## src/dual_port_ram.sv

```systemverilog
`timescale 1ns/1ns

module dual_port_ram #(
	parameter int AW = 8,
	parameter int DW = 8
) (
	input logic clk_24,
	input logic [AW-1:0] a_addr,
	input logic a_we,
	input logic [DW-1:0] a_wdata,
	output logic [DW-1:0] a_rdata,
	input logic [AW-1:0] b_addr,
	input logic b_we,
	input logic [DW-1:0] b_wdata,
	output logic [DW-1:0] b_rdata
);

	logic [DW-1:0] mem [2 ** AW];

	initial
	begin
		for (int i = 0; i < 2 ** AW; i++)
		begin
			mem[i] = '0;
		end
	end

	// Reads return the old contents on a same-address write
	always @(posedge clk_24)
	begin
		if (a_we) mem[a_addr] <= a_wdata;
		if (b_we) mem[b_addr] <= b_wdata;
		a_rdata <= mem[a_addr];
		b_rdata <= mem[b_addr];
	end

endmodule

```

## config.mk

```make
export PLATFORM = sky130hd
export DESIGN_NAME = dual_port_ram
export DESIGN_NICKNAME = d
export VERILOG_FILES = /design/src/dual_port_ram.sv
export SDC_FILE = /design/constraint.sdc
export NUM_CORES = 2
export LEC_CHECK = 0
export BUFFER_PORTS_ARGS = -buffer_cell sky130_fd_sc_hd__buf_2
export CAP_MARGIN = 20
export CORE_MARGIN = 4
export CORE_UTILIZATION = 50
export CTS_CLUSTER_SIZE = 12
export DETAILED_ROUTE_END_ITERATION = 8
export PLACE_DENSITY = 0.66
export SLEW_MARGIN = 5
export SYNTH_ARGS = -nofsm -noshare
export SYNTH_HDL_FRONTEND = slang
export SYNTH_SLANG_ARGS = --single-unit
```

## constraint.sdc

```tcl
create_clock -name clk_24 -period 4.3 [get_ports clk_24]
set_input_delay 0.86 -clock clk_24 [delete_from_list [all_inputs] [get_ports clk_24]]
set_output_delay 0.86 -clock clk_24 [all_outputs]
set_load 0.02 [all_outputs]
```

==> impl_results.md <==
* Outcome: finished, violations left
* Failing checks: capacitance limit
* GRT Util Overall at 35.7%
* Nets at 7714
* CTS H-tree depth at 4
* Vias post-DR at 82459
* Sw Ratio at 25.5%
* Least-Margin Pin Slew at 1.48 ns
* Master of the slowest instance on the critical path: o41ai_1
* Placer congestion estimate at between 0.9 and 1
* CTS tree: built
* Setup TNS at 0 ns
* Reg2Reg Depth at 5
* Syn_area_per_cell at 16.0 µm²
* Largest net degree at the start of global routing at approximately 110
* Worst-path clk slew at 0.06 ns
* Worst vdd ir at about 0.00035 V
* FP Rows at 180
* Initial DRC count at 13166
* Maxcap violations at 1
* # hold bufs at CTS at 0
* Placed Cells at 10628
* Sink Count at 2064
* # resized after CTS at 0
* Initial Util at 50.4%
* Crit path depth at 8
* Clk_skew at 0.0768 ns
* Hold Vio Cnt, Final at 0
* Int Power at 0.0350 W
* Gate power share at 11.8%
* CP Buf/Inv Count at 3
* Mapped Area at 0.121 mm²
* PwrDens at 345 mW/mm²
* CP max stage delay at 1.31 ns
* Seq/Total Area, Yosys at roughly half
* Final wirelength at 453000 µm
* Number of synthesized flops with an enable pin at slightly above 2000
* Fmax at 0.263 GHz
* Die extent in x at 501 µm
* Critical path capture point type: register
* CTS buffer count at 225
* Seq cells post-synth at 2064
* Share of post-route cells with drive strength above 1 at 56.0%
* WP data arrival at 4.54 ns
* Crit Path Max Fanout at 35
* Setup violators final at 0
* Maximum clock path buffer count at 3
* Detailed placement HPWL at just under 300000 µm
* NetSw at between 0.01 and 0.015 W
* Die Span Y at 501 µm
* Number of synthesis warnings at 0
* Cell variety after synth at 35
* Initial antenna violation count at 38
* DRC viols at 0
* Routed Antenna Nets at 0
* Crit path max-delay family: compound AO/OA/AOI/OAI gates
* Max_slew headroom at 0.318%
* Most common cell after layout, fill and taps aside: edfxtp_1
* Area Growth Syn to Fin at 12.2%
* Hold WC Path Type: primary input to register
* Root Buffer: clkbuf_16
* Max Slew Vio Count at 0
* DR vias/cell at 7.43
* CP Launch Type: primary input
* First-pass GRT wire length at between 600000 and 700000 µm
* Core box area at 0.241 mm²
* Critical path class: primary input to register
* Post-CTS Setup Inserts at 0
* Dominant synthesized flop cell: edfxtp_1
* GRT overflow at 0
* Async SR Flop Fraction at 0%
* Syn Inst Count at 7585
* I/O pin total at between 50 and 60
* Static leakage at approximately 43 nW
* Hold Path Depth at 2
* Fin crit share at approximately nine tenths
* CP Cell Sequence: buf_8, buf_12, buf_4, mux4_2, a22oi_1, a21oi_1, o41ai_1, nand4_1
* Commonest non-fill, non-tap cells in the layout: edfxtp_1 (2048), mux2_2 (2027), mux4_2 (1024), buf_4 (651), a22oi_1 (512)
* Worst path required time at 5.05 ns
* Clk_lat worst skew at a little over 0.9 ns
* Drt pass-1 iters at 7
* Syn Nets at roughly 7600
* Tmin final at 3.80 ns
* Wirelength per Cell at between 40 and 50 µm
* Vias in the first global route at 81415
* Buffers added on ports at 50
* RSZ-0062 raised after global routing: false
* Die Area at approximately 0.25 mm²
* Clock share of power at 40.7%
* Reg power frac at roughly 48%
* Layout Cells excl Fill at roughly 11000
[cells in the mapped netlist (16+ instances only)]
cell type	count	area share (%)
buf_1	58	0.18
mux4_2	1024	19
dfxtp_1	16	0.26
buf_4	35	0.22
nand2_2	40	0.21
nor2_2	120	0.62
o41ai_1	59	0.43
mux2_1	21	0.19
nor2b_1	16	0.082
nor2_1	49	0.15
nand4_1	16	0.082
mux2_2	2027	19
edfxtp_1	2048	51
clkbuf_1	720	2.2
nand2_1	113	0.35
buf_2	111	0.46
o21ai_0	96	0.40
o22ai_1	160	0.82
a22oi_1	512	3.2
a21oi_1	256	1.1
buf_6	24	0.22
[power by group through the flow]
| stage | Sequential (W) | Clock [W] | Combinational [W] |
|---|---|---|---|
| CTS | 0.0223 | 0.0192 | 0.00536 |
| global route | 0.0223 | 0.0201 | 0.00565 |
| floorplan | 0.0227 | 0 | 0.00329 |
| finish | 0.0223 | 0.0191 | 0.00554 |
| global placement | 0.0228 | 0 | 0.00527 |
| detailed placement | 0.0228 | 0 | 0.00535 |
[cell families after synthesis]
| kind of cell | Yosys count | share of synthesized area, % |
|---|---|---|
| multiplexers | 3072 | 38.0 |
| AO/OA/AOI/OAI | 1088 | 5.93 |
| buffers and inverters | 948 | 3.30 |
| AND/OR/NAND/NOR | 413 | 1.86 |
| flip-flops | 2064 | 50.9 |
[registers in the layout (all words and copies together) (netlist names)]
signal	cells
a_rdata	8
mem	2048
b_rdata	8
[routing by layer]
layer	track usage [%]	share of wire, %	up-vias
li1	-	-	31751
met1	46.5	35	42851
met2	52.9	45	6418
met4	21.2	7.1	38
met3	11.0	13	1401
met5	0	0.056	-
[cell type report]
type                       count  area [µm²]
tap                         3185        3990
antenna                       43         108
timing repair buffer         815        7400
clock buffer                 299        5940
sequential                  2064       61800
fill                       18830      105000
clock inverter               120        1130
multi-input combinational   4573       55900
[metrics by stage]
step	cell area [µm²]	util, %	setup slack [ns]	total power [W]	hold WS (ns)
after floorplan	121000	-	1.22	0.0260	0.840
after global placement	129000	53.5	-0.235	0.0280	1.04
after detailed placement	129000	53.5	-0.210	0.0281	1.05
after CTS	136000	56.5	0.786	0.0469	0.646
after global routing	136000	56.5	0.702	0.0481	0.669
final	136000	56.5	0.503	0.0470	0.652
[path summary, 6_finish.rpt]
kind                         startpoint  slack, ns                    end
hold / removal               b_wdata[4]       0.65  mem[225][4]$_DFFE_PP_
setup reg to reg  mem[103][7]$_DFFE_PP_       1.21     b_rdata[7]$_DFF_P_
hold reg to reg   mem[150][5]$_DFFE_PP_       1.08     a_rdata[5]$_DFF_P_
setup / recovery              b_addr[0]       0.50     b_rdata[5]$_DFF_P_
No activity file was read; power rests on OpenSTA's default activity.
