### config.mk
export PLATFORM = sky130hd
export DESIGN_NAME = video_timing_flat
export DESIGN_NICKNAME = d
export VERILOG_FILES = /design/src/aznable_pkg.sv /design/src/video_if.sv /design/src/video_timing.sv /design/src/flat_wrapper.sv
export SDC_FILE = /design/constraint.sdc
export NUM_CORES = 1
export LEC_CHECK = 0
export ABC_AREA = 1
export CAP_MARGIN = 15
export CORE_MARGIN = 1.5
export CORE_UTILIZATION = 43
export CTS_BUF_LIST = sky130_fd_sc_hd__clkbuf_8
export DETAILED_ROUTE_END_ITERATION = 7
export DONT_BUFFER_PORTS = 1
export SLEW_MARGIN = 20
export SYNTH_ARGS = -nofsm -noshare
export SYNTH_HDL_FRONTEND = slang
export SYNTH_SLANG_ARGS = --single-unit
### constraint.sdc
create_clock -name clk_24 -period 1.89 [get_ports clk_24]
set_input_delay 0.378 -clock clk_24 [delete_from_list [all_inputs] [get_ports clk_24]]
set_output_delay 0.378 -clock clk_24 [all_outputs]
set_load 0.1 [all_outputs]
### src/aznable_pkg.sv
package aznable_pkg;

	// CPU bus
	localparam int ADDR_W = 16;
	localparam int DATA_W = 8;

	// Memory map
	localparam logic [ADDR_W-1:0] IN0_ADDR = 16'h8000;
	localparam logic [ADDR_W-1:0] TIMER_BASE = 16'h80C0;
	localparam logic [ADDR_W-1:0] JOY_BASE = 16'h8100;
	localparam logic [ADDR_W-1:0] PAUSE_ADDR = 16'h8530;
	localparam logic [ADDR_W-1:0] MENU_ADDR = 16'h8531;
	localparam logic [ADDR_W-1:0] VEC_BASE = 16'hC000;

	// 4 KiB of polyline entries
	localparam int VEC_LIST_AW = 12;

	// 6 devices, 32 buttons each
	localparam int JOY_W = 192;

	// Video timing in pixels and lines
	localparam int H_VISIBLE = 320;
	localparam int H_BLANK_END = 384;
	localparam int H_SYNC_START = 336;
	localparam int H_SYNC_END = 368;
	localparam int V_VISIBLE = 240;
	localparam int V_TOTAL = 262;
	localparam int V_SYNC_START = 244;
	localparam int V_SYNC_END = 247;
	localparam int CNT_W = 9;

	// 24 MHz system clock
	localparam int CLK_PER_MS = 24000;

	// Vector engine limits
	localparam int POINTS_MAX = 16;
	localparam int COORD_W = 8;

	// Framebuffer address is {y, x}
	localparam int FB_AW = 16;

endpackage

### src/video_if.sv
`timescale 1ns/1ns

interface video_if;
	import aznable_pkg::*;

	logic ce;
	logic [CNT_W-1:0] hcnt;
	logic [CNT_W-1:0] vcnt;
	logic hblank;
	logic vblank;
	logic hsync;
	logic vsync;

	modport source (
		output ce, hcnt, vcnt, hblank, vblank, hsync, vsync
	);

	modport sink (
		input ce, hcnt, vcnt, hblank, vblank, hsync, vsync
	);

endinterface

### src/video_timing.sv
`timescale 1ns/1ns

module video_timing #(
	parameter int H_VISIBLE = aznable_pkg::H_VISIBLE,
	parameter int H_BLANK_END = aznable_pkg::H_BLANK_END,
	parameter int H_SYNC_START = aznable_pkg::H_SYNC_START,
	parameter int H_SYNC_END = aznable_pkg::H_SYNC_END,
	parameter int V_VISIBLE = aznable_pkg::V_VISIBLE,
	parameter int V_TOTAL = aznable_pkg::V_TOTAL,
	parameter int V_SYNC_START = aznable_pkg::V_SYNC_START,
	parameter int V_SYNC_END = aznable_pkg::V_SYNC_END
) (
	input logic clk_24,
	input logic arst_n,
	input logic ce_6,
	video_if.source vid
);
	import aznable_pkg::*;

	localparam logic [CNT_W-1:0] H_LAST = CNT_W'(H_BLANK_END - 1);
	localparam logic [CNT_W-1:0] V_LAST = CNT_W'(V_TOTAL - 1);

	always_ff @(posedge clk_24 or negedge arst_n)
	begin
		if (!arst_n)
		begin
			vid.hcnt <= '0;
			vid.vcnt <= '0;
		end
		else if (ce_6)
		begin
			if (vid.hcnt == H_LAST)
			begin
				vid.hcnt <= '0;
				// Line wrap steps the vertical counter
				vid.vcnt <= (vid.vcnt == V_LAST) ? '0 : vid.vcnt + 1'b1;
			end
			else
			begin
				vid.hcnt <= vid.hcnt + 1'b1;
			end
		end
	end

	assign vid.ce = ce_6;

	// Blanking and sync straight from the counters
	assign vid.hblank = vid.hcnt >= CNT_W'(H_VISIBLE);
	assign vid.vblank = vid.vcnt >= CNT_W'(V_VISIBLE);
	assign vid.hsync = (vid.hcnt >= CNT_W'(H_SYNC_START)) && (vid.hcnt < CNT_W'(H_SYNC_END));
	assign vid.vsync = (vid.vcnt >= CNT_W'(V_SYNC_START)) && (vid.vcnt < CNT_W'(V_SYNC_END));

endmodule

### src/flat_wrapper.sv
// flat-port wrapper written by rule: the top's interface ports become plain ports
module video_timing_flat import aznable_pkg::*;
#(
	parameter int H_VISIBLE = aznable_pkg::H_VISIBLE,
	parameter int H_BLANK_END = aznable_pkg::H_BLANK_END,
	parameter int H_SYNC_START = aznable_pkg::H_SYNC_START,
	parameter int H_SYNC_END = aznable_pkg::H_SYNC_END,
	parameter int V_VISIBLE = aznable_pkg::V_VISIBLE,
	parameter int V_TOTAL = aznable_pkg::V_TOTAL,
	parameter int V_SYNC_START = aznable_pkg::V_SYNC_START,
	parameter int V_SYNC_END = aznable_pkg::V_SYNC_END
)
  (clk_24, arst_n, ce_6, vid_ce, vid_hcnt, vid_vcnt, vid_hblank, vid_vblank, vid_hsync, vid_vsync);
  video_if vid_i ();
  input logic clk_24;
  input logic arst_n;
  input logic ce_6;
  output wire logic [$bits(vid_i.ce)-1:0] vid_ce;
  output wire logic [$bits(vid_i.hcnt)-1:0] vid_hcnt;
  output wire logic [$bits(vid_i.vcnt)-1:0] vid_vcnt;
  output wire logic [$bits(vid_i.hblank)-1:0] vid_hblank;
  output wire logic [$bits(vid_i.vblank)-1:0] vid_vblank;
  output wire logic [$bits(vid_i.hsync)-1:0] vid_hsync;
  output wire logic [$bits(vid_i.vsync)-1:0] vid_vsync;
  assign vid_ce = vid_i.ce;
  assign vid_hcnt = vid_i.hcnt;
  assign vid_vcnt = vid_i.vcnt;
  assign vid_hblank = vid_i.hblank;
  assign vid_vblank = vid_i.vblank;
  assign vid_hsync = vid_i.hsync;
  assign vid_vsync = vid_i.vsync;
  video_timing #(.H_VISIBLE(H_VISIBLE), .H_BLANK_END(H_BLANK_END), .H_SYNC_START(H_SYNC_START), .H_SYNC_END(H_SYNC_END), .V_VISIBLE(V_VISIBLE), .V_TOTAL(V_TOTAL), .V_SYNC_START(V_SYNC_START), .V_SYNC_END(V_SYNC_END)) u_core (.clk_24(clk_24), .arst_n(arst_n), .ce_6(ce_6), .vid(vid_i));
endmodule
==> results.md <==
Timing:
- Final hold analysis gives a worst-case slack of ~0.28 ns.
- In the post-route analysis, the smallest setup slack over all paths is approximately 0.065 ns.
- Across the routed clock network, the largest skew measured is around 0.0022 ns.
- The final period utilization is 96.6%.
- The remaining max-slew budget at the tightest pin is 44.0%.
- For the pin with the worst max-slew slack, the measured transition is between 0.8 and 0.9 ns.
- The number of slew-limit violations in the final report is 0.
- Derived from the worst setup path, the maximum achievable clock frequency is 0.548 GHz.
- The routed design could run at a clock period as short as between 1.5 and 2 ns.
- The count of endpoints failing hold in the final timing report is 0.
- Setup repair after global routing left no endpoint under its margin.
- The count of final setup violators is 0.

Clock tree:
- The level count of the clock H-tree is 1.
- The CTS root buffer is clkbuf_8.
- The maximum clock path buffer count is 2.
- TritonCTS built the clock tree.
- The number of CTS-inserted buffers is 3.
- For the worst-skew pair, the clock arrives at the later sink with an insertion delay of approximately 0.25 ns.
- The clock sink count is 18.
- The clock transition at the register clock pins on the worst setup and hold paths after CTS is 0.07 ns.
- Post-CTS timing repair inserted 0 buffers for setup.

GRT:
- The initial antenna violation count is 0.
- The global routing usage summed across all routing layers is around a fifth.
- Entering global routing, the biggest net connects 19 pins.
- The first-pass GRT wire length is about 4500 um.
- The via count of the first global-routing pass is approximately 1000.
- For this run the aggregate overflow at the end of global routing stands at 0.

Worst setup path:
- The data arrival time of the worst path is ~1.5 ns.
- The largest single stage delay on the critical path is between 0.4 and 0.5 ns.
- On the critical path, the stage with the largest delay is an instance of dfrtp_4.
- The maximum fanout along the worst path is 6.
- For the worst setup path, the data required time is around 1.5 ns.
- The critical path goes through nand2_2, nor2_4, inv_2, a211oi_4, buf_12.
- The worst setup path is captured at a primary output.
- The worst setup path is launched from a flop.
- Together, buffers and inverters on the worst path number 2.
- The setup path with the least slack is of type flop to primary output.
- The cell family contributing the most delay on the critical path is flip-flops.

Power:
- The total design power is between 2000 and 2500 uW.
- The cell leakage power is between 0.0007 and 0.0008 uW.
- The worst supply voltage drop on vdd is 1.56 mV.
- The cell area power density is 1410 nW/um^2.

Die:
- 26 I/O pins were placed.
- The height of the chip is 54.7 um.
- The die covers between 2000 and 3000 sq um.
- The core area is between 2000 and 2500 sq um.
- The die is 54.7 um wide.
- After floorplanning, the core was divided into 18 placement rows.
- The starting density of the core is between 40% and 50%.

Placed design:
- Summing all placed instances gives a cell area of about 1500 sq um.
- The count of buffers added on input and output ports is 0.
- Before CTS, the worst setup slack after placement is between 0.3 and 0.4 ns.
- Routability-driven placement finished with a final weighted congestion of between 0.7 and 0.8.
- Detailed placement ended at an HPWL of around 1900 um.

Final layout:
- The library cells used most frequently in the layout, excluding fill and tap cells, are nand2_1 (51), buf_4 (18), inv_1 (17), nor2_1 (17).
- The most frequent standard cell in the layout excluding fill and tap cells is nand2_1.
- The final instance area is 1540 sq um.
- 0 antenna diodes ended up in the layout.
- Relative to the synthesized area, the layout overhead comes to 33.9%.
- The proportion of layout cells with a drive suffix above 1 is about a third.
- The final layout contains 189 nets.

Route:
- The number of remaining DRC errors is 0.
- The first-pass iteration count of the detailed router is 4.
- The total via count after detailed routing is 1030.
- Dividing the detail-routed wire length by the instance count gives 12.1 um.
- The count of nets left with antenna violations once routing finished came out at 0.
- In this run, the number of DRC markers left after iteration 0 of detailed routing was 21.
- The via-per-instance ratio is 4.88.
- The final wirelength is between 2000 and 3000 um.

Logic synthesis:
- After synthesis, the cell types taking the most area are dfrtp_1 (39%), nand2_1 (18%), inv_1 (6.5%).
- The mean area per synthesized cell is between 7 and 8 sq um.
- The number of nets in the synthesized netlist is 164.
- The largest total area in the synthesized netlist belongs to dfrtp_1.
- The area share of the largest cell type after synthesis is a little under 40%.
- The cell count after synthesis is between 150 and 200.
- The sequential fraction of the synthesis area is 39.3%.
- The Yosys step of the flow raised 0 warnings.
- The cell area after synthesis is 1150 sq um.
- Synthesis instantiated 23 different standard cells from the library.
- The register bit count reported by yosys is 18.

Outcome:
- The run finished with clean final reports.

Flow run:
- The count of max-cap constraint violations is 0.

Hold path:
- The tightest min-delay check is of the input port to flop type.
kinds of logic after synthesis:
group	Yosys count	share of synthesized area (%)
compound gates	8	3.71
fa+ha+maj	4	4.36
simple gates	97	38.7
buf+inv	23	8.61
flops	18	39.3
xor+xnor	7	5.34
cells in the mapped netlist:
| cell | instances |
|---|---|
| dfrtp_1 | 18 |
| nor2_2 | 1 |
| xor2_1 | 7 |
| nor2_4 | 3 |
| nand3_4 | 1 |
| nand3_2 | 1 |
| nand3b_1 | 2 |
| nor3_1 | 3 |
| buf_2 | 1 |
| inv_1 | 20 |
| nand4_1 | 1 |
| o21ai_1 | 1 |
| ha_1 | 4 |
| nor2_1 | 19 |
| buf_4 | 1 |
| nand3_1 | 9 |
| nand2_2 | 2 |
| buf_6 | 1 |
| o21ai_0 | 3 |
| nand2_1 | 54 |
| a211oi_1 | 1 |
| a21oi_1 | 3 |
| nor4b_1 | 1 |
per-layer routing:
metal,vias up,wire length (um),global-route usage [%]
met3,2,145,3.83
met1,477,1230,30.6
met5,-,0,0
met4,0,14,5.00
li1,528,-,-
met2,23,1160,31.5
path summary, 6_finish.rpt:
check                                    from                 end  slack [ns]  depth (start not counted)
max                        u_core.vid.vcnt[4]           vid_vsync        0.06                          5
min                                      ce_6  u_core.vid.hcnt[1]        0.28                          2
max reg2reg                u_core.vid.vcnt[2]  u_core.vid.vcnt[5]        0.42                          6
min reg2reg                u_core.vid.hcnt[2]  u_core.vid.hcnt[2]        0.58                          2
max in group asynchronous              arst_n  u_core.vid.hcnt[4]        0.61                          1
min in group asynchronous              arst_n  u_core.vid.vcnt[5]        0.67                          1
where the power goes:
part	internal [uW]	switching (uW)	total [uW]
Combinational	270	991	1260
Sequential	499	92.5	591
Clock	185	136	321
Total	954	1220	2170
sequential cells by signal, indices dropped and copies added, names as in the netlist:
signal / count
u_core.vid.hcnt: 9
u_core.vid.vcnt: 9
timing repair:
action | in CTS | in global routing
gates resized for setup | 0 | 1
hold endpoints to repair | 18 | 0
setup endpoints to repair | 0 | 1
hold buffers | 1 | 0
area by class of cell:
type | count | area (sq um)
inverter | 20 | 77.6
tap | 30 | 37.5
fill | 229 | 963
clock buffer | 4 | 55.1
multi-input combinational | 116 | 648
timing repair buffer | 23 | 225
sequential | 18 | 493
through the flow:
| step | cells | util [%] | setup TNS, ns |
|---|---|---|---|
| final | 211 | 61.5 | 0 |
| after global routing | 211 | 61.5 | 0 |
| after CTS | 211 | 61.3 | 0 |
| after detailed placement | 206 | 58.7 | 0 |
| after global placement | 206 | 58.7 | 0 |
| after floorplan | 157 | - | -0.688 |
Note: power is estimated with default switching activity, not from simulation.
