File: src/aznable_pkg.sv
package aznable_pkg;

	// CPU bus
	localparam int ADDR_W = 16;
	localparam int DATA_W = 8;

	// Memory map
	localparam logic [ADDR_W-1:0] IN0_ADDR = 16'h8000;
	localparam logic [ADDR_W-1:0] TIMER_BASE = 16'h80C0;
	localparam logic [ADDR_W-1:0] JOY_BASE = 16'h8100;
	localparam logic [ADDR_W-1:0] PAUSE_ADDR = 16'h8530;
	localparam logic [ADDR_W-1:0] MENU_ADDR = 16'h8531;
	localparam logic [ADDR_W-1:0] VEC_BASE = 16'hC000;

	// 4 KiB of polyline entries
	localparam int VEC_LIST_AW = 12;

	// 6 devices, 32 buttons each
	localparam int JOY_W = 192;

	// Video timing in pixels and lines
	localparam int H_VISIBLE = 320;
	localparam int H_BLANK_END = 384;
	localparam int H_SYNC_START = 336;
	localparam int H_SYNC_END = 368;
	localparam int V_VISIBLE = 240;
	localparam int V_TOTAL = 262;
	localparam int V_SYNC_START = 244;
	localparam int V_SYNC_END = 247;
	localparam int CNT_W = 9;

	// 24 MHz system clock
	localparam int CLK_PER_MS = 24000;

	// Vector engine limits
	localparam int POINTS_MAX = 16;
	localparam int COORD_W = 8;

	// Framebuffer address is {y, x}
	localparam int FB_AW = 16;

endpackage

File: src/cpu_bus_if.sv
`timescale 1ns/1ns

interface cpu_bus_if;
	import aznable_pkg::*;

	logic [ADDR_W-1:0] addr;
	logic [DATA_W-1:0] wdata;
	logic wr;
	logic [DATA_W-1:0] rdata;

	// Driven from the top level CPU pins
	modport host (
		output addr, wdata, wr,
		input rdata
	);

	modport target (
		input addr, wdata, wr,
		output rdata
	);

endinterface

File: src/video_if.sv
`timescale 1ns/1ns

interface video_if;
	import aznable_pkg::*;

	logic ce;
	logic [CNT_W-1:0] hcnt;
	logic [CNT_W-1:0] vcnt;
	logic hblank;
	logic vblank;
	logic hsync;
	logic vsync;

	modport source (
		output ce, hcnt, vcnt, hblank, vblank, hsync, vsync
	);

	modport sink (
		input ce, hcnt, vcnt, hblank, vblank, hsync, vsync
	);

endinterface

File: src/system_regs.sv
`timescale 1ns/1ns

module system_regs #(
	parameter int CLK_PER_MS = aznable_pkg::CLK_PER_MS
) (
	input logic clk_24,
	input logic arst_n,
	cpu_bus_if.target bus,
	video_if.sink vid,
	input logic [aznable_pkg::JOY_W-1:0] joystick,
	input logic menu,
	input logic pause,
	input logic [aznable_pkg::DATA_W-1:0] vec_rdata,
	output logic vec_we,
	output logic cpu_wait_n
);
	import aznable_pkg::*;

	localparam int TIMER_SPAN = 16;
	localparam int JOY_SPAN = 192;
	localparam int JOY_BYTES = JOY_W / DATA_W;
	localparam int TIMER_W = 16;
	localparam int PRESC_W = $clog2(CLK_PER_MS);

	logic in0_cs;
	logic timer_cs;
	logic joy_cs;
	logic pause_cs;
	logic menu_cs;
	logic vec_cs;
	logic pause_trigger;
	logic menu_trigger;
	logic [PRESC_W-1:0] presc;
	logic [TIMER_W-1:0] ms_count;
	logic [4:0] joy_byte;
	logic [DATA_W-1:0] in0_data;
	logic [DATA_W-1:0] joy_data;
	logic [DATA_W-1:0] timer_data;

	// Address decode
	assign in0_cs = bus.addr == IN0_ADDR;
	assign timer_cs = (bus.addr >= TIMER_BASE) && (bus.addr < TIMER_BASE + ADDR_W'(TIMER_SPAN));
	assign joy_cs = (bus.addr >= JOY_BASE) && (bus.addr < JOY_BASE + ADDR_W'(JOY_SPAN));
	assign pause_cs = bus.addr == PAUSE_ADDR;
	assign menu_cs = bus.addr == MENU_ADDR;
	assign vec_cs = (bus.addr >= VEC_BASE) && (bus.addr < VEC_BASE + ADDR_W'(2 ** VEC_LIST_AW));

	assign vec_we = bus.wr && vec_cs;

	// Either the pause pin or the CPU's own trigger holds the CPU
	assign cpu_wait_n = ~(pause | pause_trigger);

	always_ff @(posedge clk_24 or negedge arst_n)
	begin
		if (!arst_n)
		begin
			pause_trigger <= 1'b0;
			menu_trigger <= 1'b0;
		end
		else
		begin
			if (bus.wr && pause_cs) pause_trigger <= 1'b1;
			if (pause) pause_trigger <= 1'b0;
			// Acknowledge by the CPU wins over a held menu input
			if (menu) menu_trigger <= 1'b1;
			if (bus.wr && menu_cs) menu_trigger <= 1'b0;
		end
	end

	// Millisecond timer, cleared by any write in its window
	always_ff @(posedge clk_24 or negedge arst_n)
	begin
		if (!arst_n)
		begin
			presc <= '0;
			ms_count <= '0;
		end
		else if (bus.wr && timer_cs)
		begin
			presc <= '0;
			ms_count <= '0;
		end
		else if (presc == PRESC_W'(CLK_PER_MS - 1))
		begin
			presc <= '0;
			ms_count <= ms_count + 1'b1;
		end
		else
		begin
			presc <= presc + 1'b1;
		end
	end

	assign in0_data = {vid.hsync, vid.vsync, vid.hblank, vid.vblank, 2'b10, menu, 1'b0};
	assign timer_data = bus.addr[0] ? ms_count[15:8] : ms_count[7:0];

	// Bytes 24 to 31 of each 32 byte slot have no joystick behind them
	assign joy_byte = bus.addr[4:0];
	assign joy_data = (joy_byte < 5'(JOY_BYTES)) ? joystick[joy_byte * DATA_W +: DATA_W] : '0;

	always_comb
	begin
		if (in0_cs) bus.rdata = in0_data;
		else if (timer_cs) bus.rdata = timer_data;
		else if (joy_cs) bus.rdata = joy_data;
		else if (menu_cs) bus.rdata = {DATA_W{menu_trigger}};
		else if (vec_cs) bus.rdata = vec_rdata;
		else bus.rdata = '0;
	end

endmodule

File: src/flat_wrapper.sv
// flat-port wrapper written by rule: the top's interface ports become plain ports
module system_regs_flat import aznable_pkg::*;
#(
	parameter int CLK_PER_MS = aznable_pkg::CLK_PER_MS
)
  (clk_24, arst_n, joystick, menu, pause, vec_rdata, vec_we, cpu_wait_n, bus_addr, bus_wdata, bus_wr, bus_rdata, vid_ce, vid_hcnt, vid_vcnt, vid_hblank, vid_vblank, vid_hsync, vid_vsync);
  cpu_bus_if bus_i ();
  video_if vid_i ();
  input logic clk_24;
  input logic arst_n;
  input logic [aznable_pkg::JOY_W-1:0] joystick;
  input logic menu;
  input logic pause;
  input logic [aznable_pkg::DATA_W-1:0] vec_rdata;
  output logic vec_we;
  output logic cpu_wait_n;
  input wire logic [$bits(bus_i.addr)-1:0] bus_addr;
  input wire logic [$bits(bus_i.wdata)-1:0] bus_wdata;
  input wire logic [$bits(bus_i.wr)-1:0] bus_wr;
  output wire logic [$bits(bus_i.rdata)-1:0] bus_rdata;
  input wire logic [$bits(vid_i.ce)-1:0] vid_ce;
  input wire logic [$bits(vid_i.hcnt)-1:0] vid_hcnt;
  input wire logic [$bits(vid_i.vcnt)-1:0] vid_vcnt;
  input wire logic [$bits(vid_i.hblank)-1:0] vid_hblank;
  input wire logic [$bits(vid_i.vblank)-1:0] vid_vblank;
  input wire logic [$bits(vid_i.hsync)-1:0] vid_hsync;
  input wire logic [$bits(vid_i.vsync)-1:0] vid_vsync;
  assign bus_i.addr = bus_addr;
  assign bus_i.wdata = bus_wdata;
  assign bus_i.wr = bus_wr;
  assign bus_rdata = bus_i.rdata;
  assign vid_i.ce = vid_ce;
  assign vid_i.hcnt = vid_hcnt;
  assign vid_i.vcnt = vid_vcnt;
  assign vid_i.hblank = vid_hblank;
  assign vid_i.vblank = vid_vblank;
  assign vid_i.hsync = vid_hsync;
  assign vid_i.vsync = vid_vsync;
  system_regs #(.CLK_PER_MS(CLK_PER_MS)) u_core (.clk_24(clk_24), .arst_n(arst_n), .bus(bus_i), .vid(vid_i), .joystick(joystick), .menu(menu), .pause(pause), .vec_rdata(vec_rdata), .vec_we(vec_we), .cpu_wait_n(cpu_wait_n));
endmodule
File: config.mk
export PLATFORM = sky130hd
export DESIGN_NAME = system_regs_flat
export DESIGN_NICKNAME = d
export VERILOG_FILES = /design/src/aznable_pkg.sv /design/src/cpu_bus_if.sv /design/src/video_if.sv /design/src/system_regs.sv /design/src/flat_wrapper.sv
export SDC_FILE = /design/constraint.sdc
export NUM_CORES = 1
export LEC_CHECK = 0
export ABC_AREA = 1
export BUFFER_PORTS_ARGS = -buffer_cell sky130_fd_sc_hd__buf_2
export CAP_MARGIN = 20
export CELL_PAD_IN_SITES_DETAIL_PLACEMENT = 1
export CELL_PAD_IN_SITES_GLOBAL_PLACEMENT = 1
export CORE_MARGIN = 1.5
export CORE_UTILIZATION = 29
export DETAILED_ROUTE_END_ITERATION = 7
export GPL_TIMING_DRIVEN = 0
export PLACE_DENSITY = 0.87
export SETUP_SLACK_MARGIN = 0.2
export SKIP_LAST_GASP = 1
export SLEW_MARGIN = 20
export SYNTH_ARGS = -nofsm -noshare
export SYNTH_HDL_FRONTEND = slang
export SYNTH_SLANG_ARGS = --single-unit
File: constraint.sdc
create_clock -name clk_24 -period 1.9 [get_ports clk_24]
set_input_delay 0.095 -clock clk_24 [delete_from_list [all_inputs] [get_ports clk_24]]
set_output_delay 0.095 -clock clk_24 [all_outputs]
set_load 0.005 [all_outputs]
==> impl_metrics.toml <==
[drt]
wl_met3_um = 1050
routedWlPerCell_um = 16.7
met1_length_um = 9710
drcViolationCount = 0
viasPerCell = 4.94
top_layer = "met4"
met2_length_um = 11800
wl_um = 23000
drtAntennaViolNets = 0
dr.pass1.iters = 7
vias = 6804
drtIter0Drc = 343

[critical_path]
cpPeakStageDelay_ps = 280
crit_arrival_ps = 1570
slowest_stage = "a21oi_1"
start_kind = "input pin"
crit_family = "buffers and inverters"
crit_chain = "buf_4 -> buf_6 -> buf_4 -> nand3_1 -> a21oi_1 -> nor2_1 -> nand2_1 -> nand2_1 -> a21oi_1 -> buf_2"
worst-path-buf-inv = 4
crit_type = "input pin to output port"
critPathMaxFanout = 10
endpoint_kind = "output port"
cp.required_ps = 1800

[place]
portBuffers = 230
place_congestion = 0.907
dp_cells = 1351
dp_hpwl_um = 18900

[clocking]
cts_buffers = 5
cts_buffer_depth = 2
clock_latency_ps = 270
cts_tree = "yes"
clkTransAtPathRegs_ps = 50
h-tree-depth = 2
cts.sinks = 33
cts_root_buffer = "clkbuf_16"

[timing]
fin_crit_ps = 1670
final_hold_viol_count = 0
period_share_pct = 87.7
tns_ps = 0
finalSetupViolCount = 0
fmax_mhz = 600
skew_ps = 3.27
maxSlewViolCount = 0
maxSlewHeadroom_pct = 47.7
rsz0062_at_grt = "true"
tightest_slew_ps = 785

[pwr]
p_leak_nw = 3.91
powerDensity_nw_per_um2 = 430
peakVddDrop_mv = 0.580
finalPower_w = 0.00284

[floorplanning]
num_rows = 47
ios = 262
die_y_um = 132
dieArea_um2 = 17500
die_w_um = 132
start_util_pct = 29.5
coreArea_um2 = 16500

[cells_and_area]
postLayoutCoreUtil_pct = 40.2
finalNonFillerCells = 1377
layout_common_cells = "nand2_1, buf_2, inv_1, nand3_1, nor2_1"
final_common_cell = "nand2_1"
nNetsFinal = 1403
area_growth_pct = 36.4
layout-drive-gt1-share_pct = 28.3

[synthesis]
synth_nets = 1155
syn-cell-area_um2 = 4850
synth.avg_cell_area_um2 = 5.38
ys_seq_area_share_pct = 17.0
synthCells = 901
yosysWarnings = 0
ys_ff_latch = 33
synth.distinct_cells = 43

[outcome]
outcome = "complete, no violations"

[global_routing]
first_global_vias = 6865
grt_antenna_before_repair = 7
grt_usage_pct = 25.9
grt_pass1_wl_um = 36100
grt_max_degree = 34
grt_overflow_total = 0

[flow_run]
drv_cap = 0

[min_path]
hold_path_class = "input pin to flip-flop"
## Yosys cell counts, drive strengths merged
| master | instances | share of area [%] |
|---|---|---|
| buf | 37 | 5.7 |
| nor3b | 1 | 0.15 |
| xnor2 | 2 | 0.36 |
| nor4 | 4 | 0.95 |
| a31oi | 1 | 0.13 |
| xor2 | 11 | 2.0 |
| nand2 | 388 | 31 |
| a211oi | 2 | 0.31 |
| inv | 135 | 11 |
| and2 | 1 | 0.13 |
| o211ai | 3 | 0.46 |
| nor3 | 14 | 1.9 |
| dfrtp | 33 | 17 |
| o22ai | 1 | 0.13 |
| clkbuf | 1 | 0.077 |
| clkinv | 2 | 0.15 |
| o21ai | 21 | 2.2 |
| nand3b | 6 | 0.93 |
| nor2 | 81 | 8.3 |
| nand4 | 26 | 3.8 |
| ha | 2 | 0.52 |
| nand3 | 99 | 10 |
| a21oi | 30 | 3.1 |
## report_power, final
group	leakage [nW]	internal [W]	switching (W)
registers	0.431	0.000763	0.0000783
clock network	0.0842	0.000655	0.000298
logic	3.40	0.000436	0.000612
total	3.91	0.00185	0.000988
## layer usage
| metal | vias to the layer above | GRT usage [%] |
|---|---|---|
| met4 | 0 | 7.39 |
| met1 | 3240 | 32.1 |
| li1 | 3293 | - |
| met3 | 34 | 2.77 |
| met2 | 237 | 47.3 |
| met5 | - | 0 |
## final timing paths
check	end	cells after the start	from	slack, ps
max	bus_rdata[0]	10	bus_addr[1]	230
min	u_core.menu_trigger$_DFFE_PN0P_	3	menu	90
max reg2reg	u_core.presc[14]$_DFF_PN0_	9	u_core.presc[0]$_DFF_PN0_	250
min reg2reg	u_core.pause_trigger$_DFFE_PN0P_	2	u_core.pause_trigger$_DFFE_PN0P_	500
max in group asynchronous	u_core.ms_count[6]$_DFFE_PN0P_	2	arst_n	960
min in group asynchronous	u_core.presc[11]$_DFF_PN0_	2	arst_n	440
## layout make-up
type                    count  area [um2]
diodes                      7        17.5
clock inverters             1        30.0
repair buffers            241        1240
fillers                  2387        9850
flip-flops and latches     33         826
clock buffers               7         143
inverters                 137         524
multi-input cells         693        3260
well taps                 220         275
plain buffers              38         303
## cell families (layout without fill, tap and decap cells)
| family | count (synthesis) | in the layout | share of synthesized area (%) |
|---|---|---|---|
| buf+inv | 175 | 424 | 16.6 |
| xor+xnor | 13 | 13 | 2.35 |
| simple gates | 620 | 620 | 57.2 |
| fa+ha+maj | 2 | 2 | 0.516 |
| flops | 33 | 33 | 17.0 |
| compound gates | 58 | 58 | 6.37 |
| other cells | 0 | 7 | 0 |
## stage by stage
stage / area [um2] / setup slack (ps) / hold WS, ps
finish: 6620 / 233 / 87.7
CTS: 6500 / 199 / 79.1
detailed placement: 6280 / 74.7 / 217
global placement: 6280 / 58.2 / 211
floorplan: 4850 / 442 / -201
global route: 6620 / 145 / 105
## state kept, by name (all words and copies together), names as in the netlist
| signal | cells |
|---|---|
| u_core.pause_trigger | 1 |
| u_core.ms_count | 16 |
| u_core.presc | 15 |
| u_core.menu_trigger | 1 |
## repair_timing
action	in CTS	in global routing
hold buffers	2	0
hold endpoints to repair	34	0
setup endpoints to repair	5	13
resized for setup	6	17
pin swaps	2	8
setup buffers	1	8
## worst register-to-register path, cell delays in order, from the launching register on
cell and delay (ps):
dfrtp_1 380, ha_2 200, nand2_2 80, nor2_4 160, buf_4 140, nand2_1 90, nor2_2 180, nand3b_1 110
xor2_1 150, nor2_1 50
No activity file was read; power rests on OpenSTA's default activity.
