$ cat src/aznable_pkg.sv
package aznable_pkg;

	// CPU bus
	localparam int ADDR_W = 16;
	localparam int DATA_W = 8;

	// Memory map
	localparam logic [ADDR_W-1:0] IN0_ADDR = 16'h8000;
	localparam logic [ADDR_W-1:0] TIMER_BASE = 16'h80C0;
	localparam logic [ADDR_W-1:0] JOY_BASE = 16'h8100;
	localparam logic [ADDR_W-1:0] PAUSE_ADDR = 16'h8530;
	localparam logic [ADDR_W-1:0] MENU_ADDR = 16'h8531;
	localparam logic [ADDR_W-1:0] VEC_BASE = 16'hC000;

	// 4 KiB of polyline entries
	localparam int VEC_LIST_AW = 12;

	// 6 devices, 32 buttons each
	localparam int JOY_W = 192;

	// Video timing in pixels and lines
	localparam int H_VISIBLE = 320;
	localparam int H_BLANK_END = 384;
	localparam int H_SYNC_START = 336;
	localparam int H_SYNC_END = 368;
	localparam int V_VISIBLE = 240;
	localparam int V_TOTAL = 262;
	localparam int V_SYNC_START = 244;
	localparam int V_SYNC_END = 247;
	localparam int CNT_W = 9;

	// 24 MHz system clock
	localparam int CLK_PER_MS = 24000;

	// Vector engine limits
	localparam int POINTS_MAX = 16;
	localparam int COORD_W = 8;

	// Framebuffer address is {y, x}
	localparam int FB_AW = 16;

endpackage

$ cat src/video_if.sv
`timescale 1ns/1ns

interface video_if;
	import aznable_pkg::*;

	logic ce;
	logic [CNT_W-1:0] hcnt;
	logic [CNT_W-1:0] vcnt;
	logic hblank;
	logic vblank;
	logic hsync;
	logic vsync;

	modport source (
		output ce, hcnt, vcnt, hblank, vblank, hsync, vsync
	);

	modport sink (
		input ce, hcnt, vcnt, hblank, vblank, hsync, vsync
	);

endinterface

$ cat src/vector_engine.sv
`timescale 1ns/1ns

module vector_engine (
	input logic clk_24,
	input logic arst_n,
	video_if.sink vid,
	output logic [aznable_pkg::VEC_LIST_AW-1:0] list_addr,
	input logic [aznable_pkg::DATA_W-1:0] list_data,
	output logic [aznable_pkg::FB_AW-1:0] fb_addr,
	output logic fb_we,
	output logic [aznable_pkg::DATA_W-1:0] fb_wdata
);
	import aznable_pkg::*;

	localparam int PT_W = $clog2(POINTS_MAX);
	localparam int ERR_W = COORD_W + 3;
	localparam logic [DATA_W-1:0] PIXEL_ON = {DATA_W{1'b1}};

	localparam logic [3:0] S_RESTART = 4'd0;
	localparam logic [3:0] S_WAIT = 4'd1;
	localparam logic [3:0] S_LEN = 4'd2;
	localparam logic [3:0] S_ATTR = 4'd3;
	localparam logic [3:0] S_PX = 4'd4;
	localparam logic [3:0] S_PY = 4'd5;
	localparam logic [3:0] S_SEG = 4'd6;
	localparam logic [3:0] S_DRAW = 4'd7;
	localparam logic [3:0] S_IDLE = 4'd8;

	logic [3:0] state;
	logic [3:0] state_next;
	logic [PT_W-1:0] idx;
	logic [PT_W-1:0] seg;
	logic [PT_W-1:0] len;
	logic vblank_q;
	logic [COORD_W-1:0] pts_x [POINTS_MAX];
	logic [COORD_W-1:0] pts_y [POINTS_MAX];
	logic [COORD_W-1:0] x0, y0, x1, y1;
	logic [COORD_W-1:0] dx_abs, dy_abs;
	logic [COORD_W-1:0] cur_x, cur_y;
	logic sx_pos, sy_pos;
	logic signed [ERR_W-1:0] dx, dy, err;
	logic signed [ERR_W-1:0] e2, err_next;
	logic step_x, step_y, at_end;

	// Endpoints of the current segment
	assign x0 = pts_x[seg];
	assign y0 = pts_y[seg];
	assign x1 = pts_x[seg + 1'b1];
	assign y1 = pts_y[seg + 1'b1];
	assign dx_abs = (x1 >= x0) ? x1 - x0 : x0 - x1;
	assign dy_abs = (y1 >= y0) ? y1 - y0 : y0 - y1;
	assign at_end = (cur_x == x1) && (cur_y == y1);

	assign fb_wdata = PIXEL_ON;

	// Bresenham step with dy held negative
	always_comb
	begin
		e2 = err <<< 1;
		step_x = e2 >= dy;
		step_y = e2 <= dx;
		err_next = err;
		if (step_x) err_next = err_next + dy;
		if (step_y) err_next = err_next + dx;
	end

	always_ff @(posedge clk_24 or negedge arst_n)
	begin
		if (!arst_n)
		begin
			state <= S_RESTART;
			state_next <= S_LEN;
			list_addr <= '0;
			idx <= '0;
			seg <= '0;
			len <= '0;
			fb_we <= 1'b0;
			vblank_q <= 1'b0;
		end
		else
		begin
			vblank_q <= vid.vblank;
			fb_we <= 1'b0;
			case (state)
				S_RESTART:
				begin
					list_addr <= '0;
					state_next <= S_LEN;
					state <= S_WAIT;
				end
				// One cycle for the list RAM read
				S_WAIT: state <= state_next;
				S_LEN:
				begin
					if (list_data == '0)
					begin
						state <= S_IDLE;
					end
					else
					begin
						len <= list_data[PT_W-1:0];
						idx <= '0;
						list_addr <= list_addr + 1'b1;
						state_next <= S_ATTR;
						state <= S_WAIT;
					end
				end
				S_ATTR:
				begin
					list_addr <= list_addr + 1'b1;
					state_next <= S_PX;
					state <= S_WAIT;
				end
				S_PX:
				begin
					list_addr <= list_addr + 1'b1;
					state_next <= S_PY;
					state <= S_WAIT;
				end
				S_PY:
				begin
					// Address now sits on the next length byte
					list_addr <= list_addr + 1'b1;
					if (idx == len)
					begin
						seg <= '0;
						state <= S_SEG;
					end
					else
					begin
						idx <= idx + 1'b1;
						state_next <= S_PX;
						state <= S_WAIT;
					end
				end
				S_SEG: state <= S_DRAW;
				S_DRAW:
				begin
					fb_we <= 1'b1;
					if (at_end)
					begin
						if (seg == len - 1'b1)
						begin
							state <= S_LEN;
						end
						else
						begin
							seg <= seg + 1'b1;
							state <= S_SEG;
						end
					end
				end
				S_IDLE:
				begin
					if (vid.vblank && !vblank_q) state <= S_RESTART;
				end
				default: state <= S_RESTART;
			endcase
		end
	end

	// Point store and line plotter datapath
	always_ff @(posedge clk_24)
	begin
		case (state)
			S_PX: pts_x[idx] <= list_data;
			S_PY: pts_y[idx] <= list_data;
			S_SEG:
			begin
				cur_x <= x0;
				cur_y <= y0;
				sx_pos <= x1 >= x0;
				sy_pos <= y1 >= y0;
				dx <= $signed(ERR_W'(dx_abs));
				dy <= -$signed(ERR_W'(dy_abs));
				err <= $signed(ERR_W'(dx_abs)) - $signed(ERR_W'(dy_abs));
			end
			S_DRAW:
			begin
				fb_addr <= {cur_y, cur_x};
				if (!at_end)
				begin
					if (step_x) cur_x <= sx_pos ? cur_x + 1'b1 : cur_x - 1'b1;
					if (step_y) cur_y <= sy_pos ? cur_y + 1'b1 : cur_y - 1'b1;
					err <= err_next;
				end
			end
			default: ;
		endcase
	end

endmodule

$ cat src/flat_wrapper.sv
// flat-port wrapper written by rule: the top's interface ports become plain ports
module vector_engine_flat import aznable_pkg::*;
  (clk_24, arst_n, list_addr, list_data, fb_addr, fb_we, fb_wdata, vid_ce, vid_hcnt, vid_vcnt, vid_hblank, vid_vblank, vid_hsync, vid_vsync);
  video_if vid_i ();
  input logic clk_24;
  input logic arst_n;
  output logic [aznable_pkg::VEC_LIST_AW-1:0] list_addr;
  input logic [aznable_pkg::DATA_W-1:0] list_data;
  output logic [aznable_pkg::FB_AW-1:0] fb_addr;
  output logic fb_we;
  output logic [aznable_pkg::DATA_W-1:0] fb_wdata;
  input wire logic [$bits(vid_i.ce)-1:0] vid_ce;
  input wire logic [$bits(vid_i.hcnt)-1:0] vid_hcnt;
  input wire logic [$bits(vid_i.vcnt)-1:0] vid_vcnt;
  input wire logic [$bits(vid_i.hblank)-1:0] vid_hblank;
  input wire logic [$bits(vid_i.vblank)-1:0] vid_vblank;
  input wire logic [$bits(vid_i.hsync)-1:0] vid_hsync;
  input wire logic [$bits(vid_i.vsync)-1:0] vid_vsync;
  assign vid_i.ce = vid_ce;
  assign vid_i.hcnt = vid_hcnt;
  assign vid_i.vcnt = vid_vcnt;
  assign vid_i.hblank = vid_hblank;
  assign vid_i.vblank = vid_vblank;
  assign vid_i.hsync = vid_hsync;
  assign vid_i.vsync = vid_vsync;
  vector_engine u_core (.clk_24(clk_24), .arst_n(arst_n), .vid(vid_i), .list_addr(list_addr), .list_data(list_data), .fb_addr(fb_addr), .fb_we(fb_we), .fb_wdata(fb_wdata));
endmodule
$ cat config.mk
export PLATFORM = sky130hd
export DESIGN_NAME = vector_engine_flat
export DESIGN_NICKNAME = d
export VERILOG_FILES = /design/src/aznable_pkg.sv /design/src/video_if.sv /design/src/vector_engine.sv /design/src/flat_wrapper.sv
export SDC_FILE = /design/constraint.sdc
export NUM_CORES = 1
export LEC_CHECK = 0
export ABC_AREA = 1
export BUFFER_PORTS_ARGS = -buffer_cell sky130_fd_sc_hd__buf_4
export CAP_MARGIN = 20
export CORE_ASPECT_RATIO = 1.25
export CORE_MARGIN = 5
export CORE_UTILIZATION = 35
export CTS_BUF_LIST = sky130_fd_sc_hd__clkbuf_4 sky130_fd_sc_hd__clkbuf_8 sky130_fd_sc_hd__clkbuf_16
export CTS_CLUSTER_DIAMETER = 100
export DETAILED_ROUTE_END_ITERATION = 6
export PLACE_DENSITY = 0.59
export SYNTH_ARGS = -nofsm -noshare
export SYNTH_HDL_FRONTEND = slang
export SYNTH_SLANG_ARGS = --single-unit
$ cat constraint.sdc
create_clock -name clk_24 -period 5.5 [get_ports clk_24]
set_input_delay 0.275 -clock clk_24 [delete_from_list [all_inputs] [get_ports clk_24]]
set_output_delay 0.275 -clock clk_24 [all_outputs]
set_load 0.05 [all_outputs]
==> reports/metrics.cfg <==
[outcome]
outcome = finished clean

[synth]
synth_top_flop_cell = edfxtp_1
synth_compound_area_frac = 0.129
synth_top_family_by_area = simple AND/OR/NAND/NOR gates
yosysWarnings = 0
yosysMostFrequentCell = nand2_1
synth-simple-area-share = 0.198
synth_edf_count = 319
ys_ff_latch = 352
synth_top_area_cell = edfxtp_1
ys_async_sr_fraction = 0.0938
synthCells = 2423
synth-xor-area-share = 0.0229
netlist_top_cells_area = edfxtp_1, nand2_1, inv_1, nand3_1, ha_1
netlist_area_mm2 = 0.0210
synth.yosys.seq_area_share = 0.497
synth_fa_ha_area_frac = 0.0620
ys_types = 51
muxShareOfSynthArea = 0.00209
ys_top_cells_by_count = nand2_1, inv_1, edfxtp_1
avgSynthCellArea_um2 = 8.65
synth_top_area_share = 0.457

[die]
core-area_mm2 = 0.0594
die_w_um = 229
initial_core_util = 0.353
row_count = 100
die_h_um = 284
pin_count = 70
die_area_mm2 = 0.0649

[timing]
skew_ns = 0.0153
setup_tns_ns = 0
maxSlewHeadroom = 0.279
hold_viol = 0
setup_viol = 0
period_needed_ns = 5.13
timing.hold.ws_ns = 0.176
rsz0062_at_grt = no
fmax_ghz = 0.195
worstMarginPinSlew_ns = 1.08
slew_viol_final = 0
finalCritPeriodShare = 0.933

[worst_setup_path]
r2r_start = u_core.seg[1]
reg2reg_depth = 27
crit_path_end_kind = flop
cp_max_fo = 64
crit_path_end = u_core.err[3]
required_ns = 5.77
worstReg2RegEnd = u_core.err[3]
startpoint_type = flop
worstSetupStartpoint = u_core.seg[1]
cp_data_arrival_time_ns = 5.40
r2r_slack_ns = 0.37
critPathKind = flop to flop

[placed_design]
io_buffer_count = 39
gp_congestion = 0.898
dp_hpwl_mm = 40.8

[cts]
insertion_delay_ns = 0.54
path_clk_slew_ns = 0.07
tritoncts = built
cts_sinks = 352
cts_root_buf = clkbuf_16
cts_made_buffers = 36
cts_buffer_depth = 3
htreeDepth = 2

[pwr]
ir_drop_mv = 0.308
p_leak_nw = 9.54
power_density_mw_per_mm2 = 520

[grt]
grt_pass1_vias = 16400
overflow = 0
grt_start_max_net_pins = 177
grt_pass1_wl_mm = 89.3
grt_use_total = 0.171
antenna_found_initial = 0

[detailed_routing]
drc = 0
routed_wl_mm = 58.1
vias = 16700
final_antenna_net_count = 0
detail_route.wl_per_cell_um = 18.1
via_per_inst = 5.20
drt_iter0_markers = 1298
dr.pass1.iters = 5

[final_layout]
syn2layout_area_growth_pct = 11.0
nets = 2562
layout-drive-gt1-share = 0.0665
num_antenna_cells = 0

[min_path]
hold-path-cell-count = 1
hp-class = input pin to flop
min-delay-start = list_data[6]

[run]
drv_cap = 0

cell usage in the layout (no fill, tap or decap), drive strengths merged, types with 8 or more instances in the layout:
cell type    n
a211oi      12
a21oi      146
buf         81
clkbuf      42
clkinv      14
conb         8
dfrtp       32
edfxtp     319
fa           8
ha          91
inv        344
nand2      510
nand3      252
nand4       17
nor2       193
nor3        12
o2111ai     34
o211ai      30
o21a        11
o21ai      165
o221ai      26
xnor2       14
xor2        39
metrics by stage:
stage,instances,cell area [um^2],util,power [mW],setup slack (ns)
2_1_floorplan,2430,21000,-,8.05,0.836
3_3_place_gp,3155,22100,0.372,9.49,0.450
3_5_place_dp,3155,22100,0.372,9.65,0.465
4_1_cts,3217,23300,0.391,12.1,0.429
5_1_grt,3217,23300,0.392,13.1,0.0143
6_report,3217,23300,0.392,12.1,0.368
worst max-delay path, cell delays in order, from the launching register on:
cell	delay [ns]
dfrtp_4	0.56
ha_2	0.39
buf_12	0.33
buf_4	0.31
a21oi_1	0.05
o21ai_0	0.11
nand3_1	0.09
nand3_1	0.16
nand2_1	0.13
inv_1	0.07
ha_1	0.15
inv_1	0.05
fa_1	0.42
nand2_1	0.09
nand2_1	0.08
o21ai_2	0.16
nand2_2	0.14
inv_1	0.17
nand2_1	0.07
nand2_1	0.12
inv_1	0.10
ha_1	0.39
a21boi_0	0.20
nand2_1	0.07
nand2_1	0.11
a21oi_1	0.07
o21ai_0	0.14
nand3_1	0.11
report_power, final:
part / switching, mW / internal [mW]
clock: 1.03 / 1.44
sequential: 0.157 / 3.33
combinational: 4.00 / 2.14
worst min-delay path by stage:
| stage | endpoint |
|---|---|
| finish | u_core.pts_y[0][6] |
| global route | u_core.pts_y[5][6] |
| global placement | u_core.list_addr[9] |
| CTS | u_core.pts_y[1][6] |
| detailed placement | u_core.list_addr[9] |
| floorplan | u_core.fb_we |
routing by layer:
metal | up-vias | GRT usage | part of all wire | routed length (um)
met5 | - | 0 | 0 | 0
met2 | 533 | 0.318 | 0.52 | 30100
li1 | 8225 | - | - | -
met1 | 7838 | 0.198 | 0.39 | 22600
met3 | 132 | 0.0213 | 0.054 | 3150
met4 | 0 | 0.0746 | 0.041 | 2380
flip-flops by register name, indices dropped and copies added, names as in the netlist:
| register | cells |
|---|---|
| u_core.cur_x | 8 |
| u_core.cur_y | 8 |
| u_core.dx | 8 |
| u_core.dy | 11 |
| u_core.err | 10 |
| u_core.fb_addr | 16 |
| u_core.fb_we | 1 |
| u_core.idx | 4 |
| u_core.len | 4 |
| u_core.list_addr | 12 |
| u_core.pts_x | 128 |
| u_core.pts_y | 128 |
| u_core.seg | 4 |
| u_core.state | 4 |
| u_core.state_next | 3 |
| u_core.sx_pos | 1 |
| u_core.sy_pos | 1 |
| u_core.vblank_q | 1 |
cell families (layout without fill, tap and decap cells):
group | count (synthesis) | after routing
XOR/XNOR | 53 | 53
AND/OR/NAND/NOR | 995 | 995
adder cells (fa/ha/maj) | 99 | 99
other | 1 | 8
buffers and inverters | 466 | 488
flip-flops | 352 | 352
multiplexers | 4 | 4
AO/OA/AOI/OAI | 453 | 453
area by class of cell:
cell class / instances / area (um^2)
Multi-Input combinational cell: 1612 / 8730
Clock inverter: 18 / 189
Tap cell: 765 / 957
Sequential cell: 352 / 10400
Clock buffer: 42 / 970
Inverter: 345 / 1300
Timing Repair Buffer: 83 / 716
Fill cell: 5726 / 36200
what timing repair did:
action | CTS | global route
endpoints found under the setup margin | 0 | 2
hold endpoints to repair | 33 | 0
hold buffers | 2 | 0
setup buffers | 0 | 0
resized for setup | 0 | 2
(Power assumes the default switching activity.)
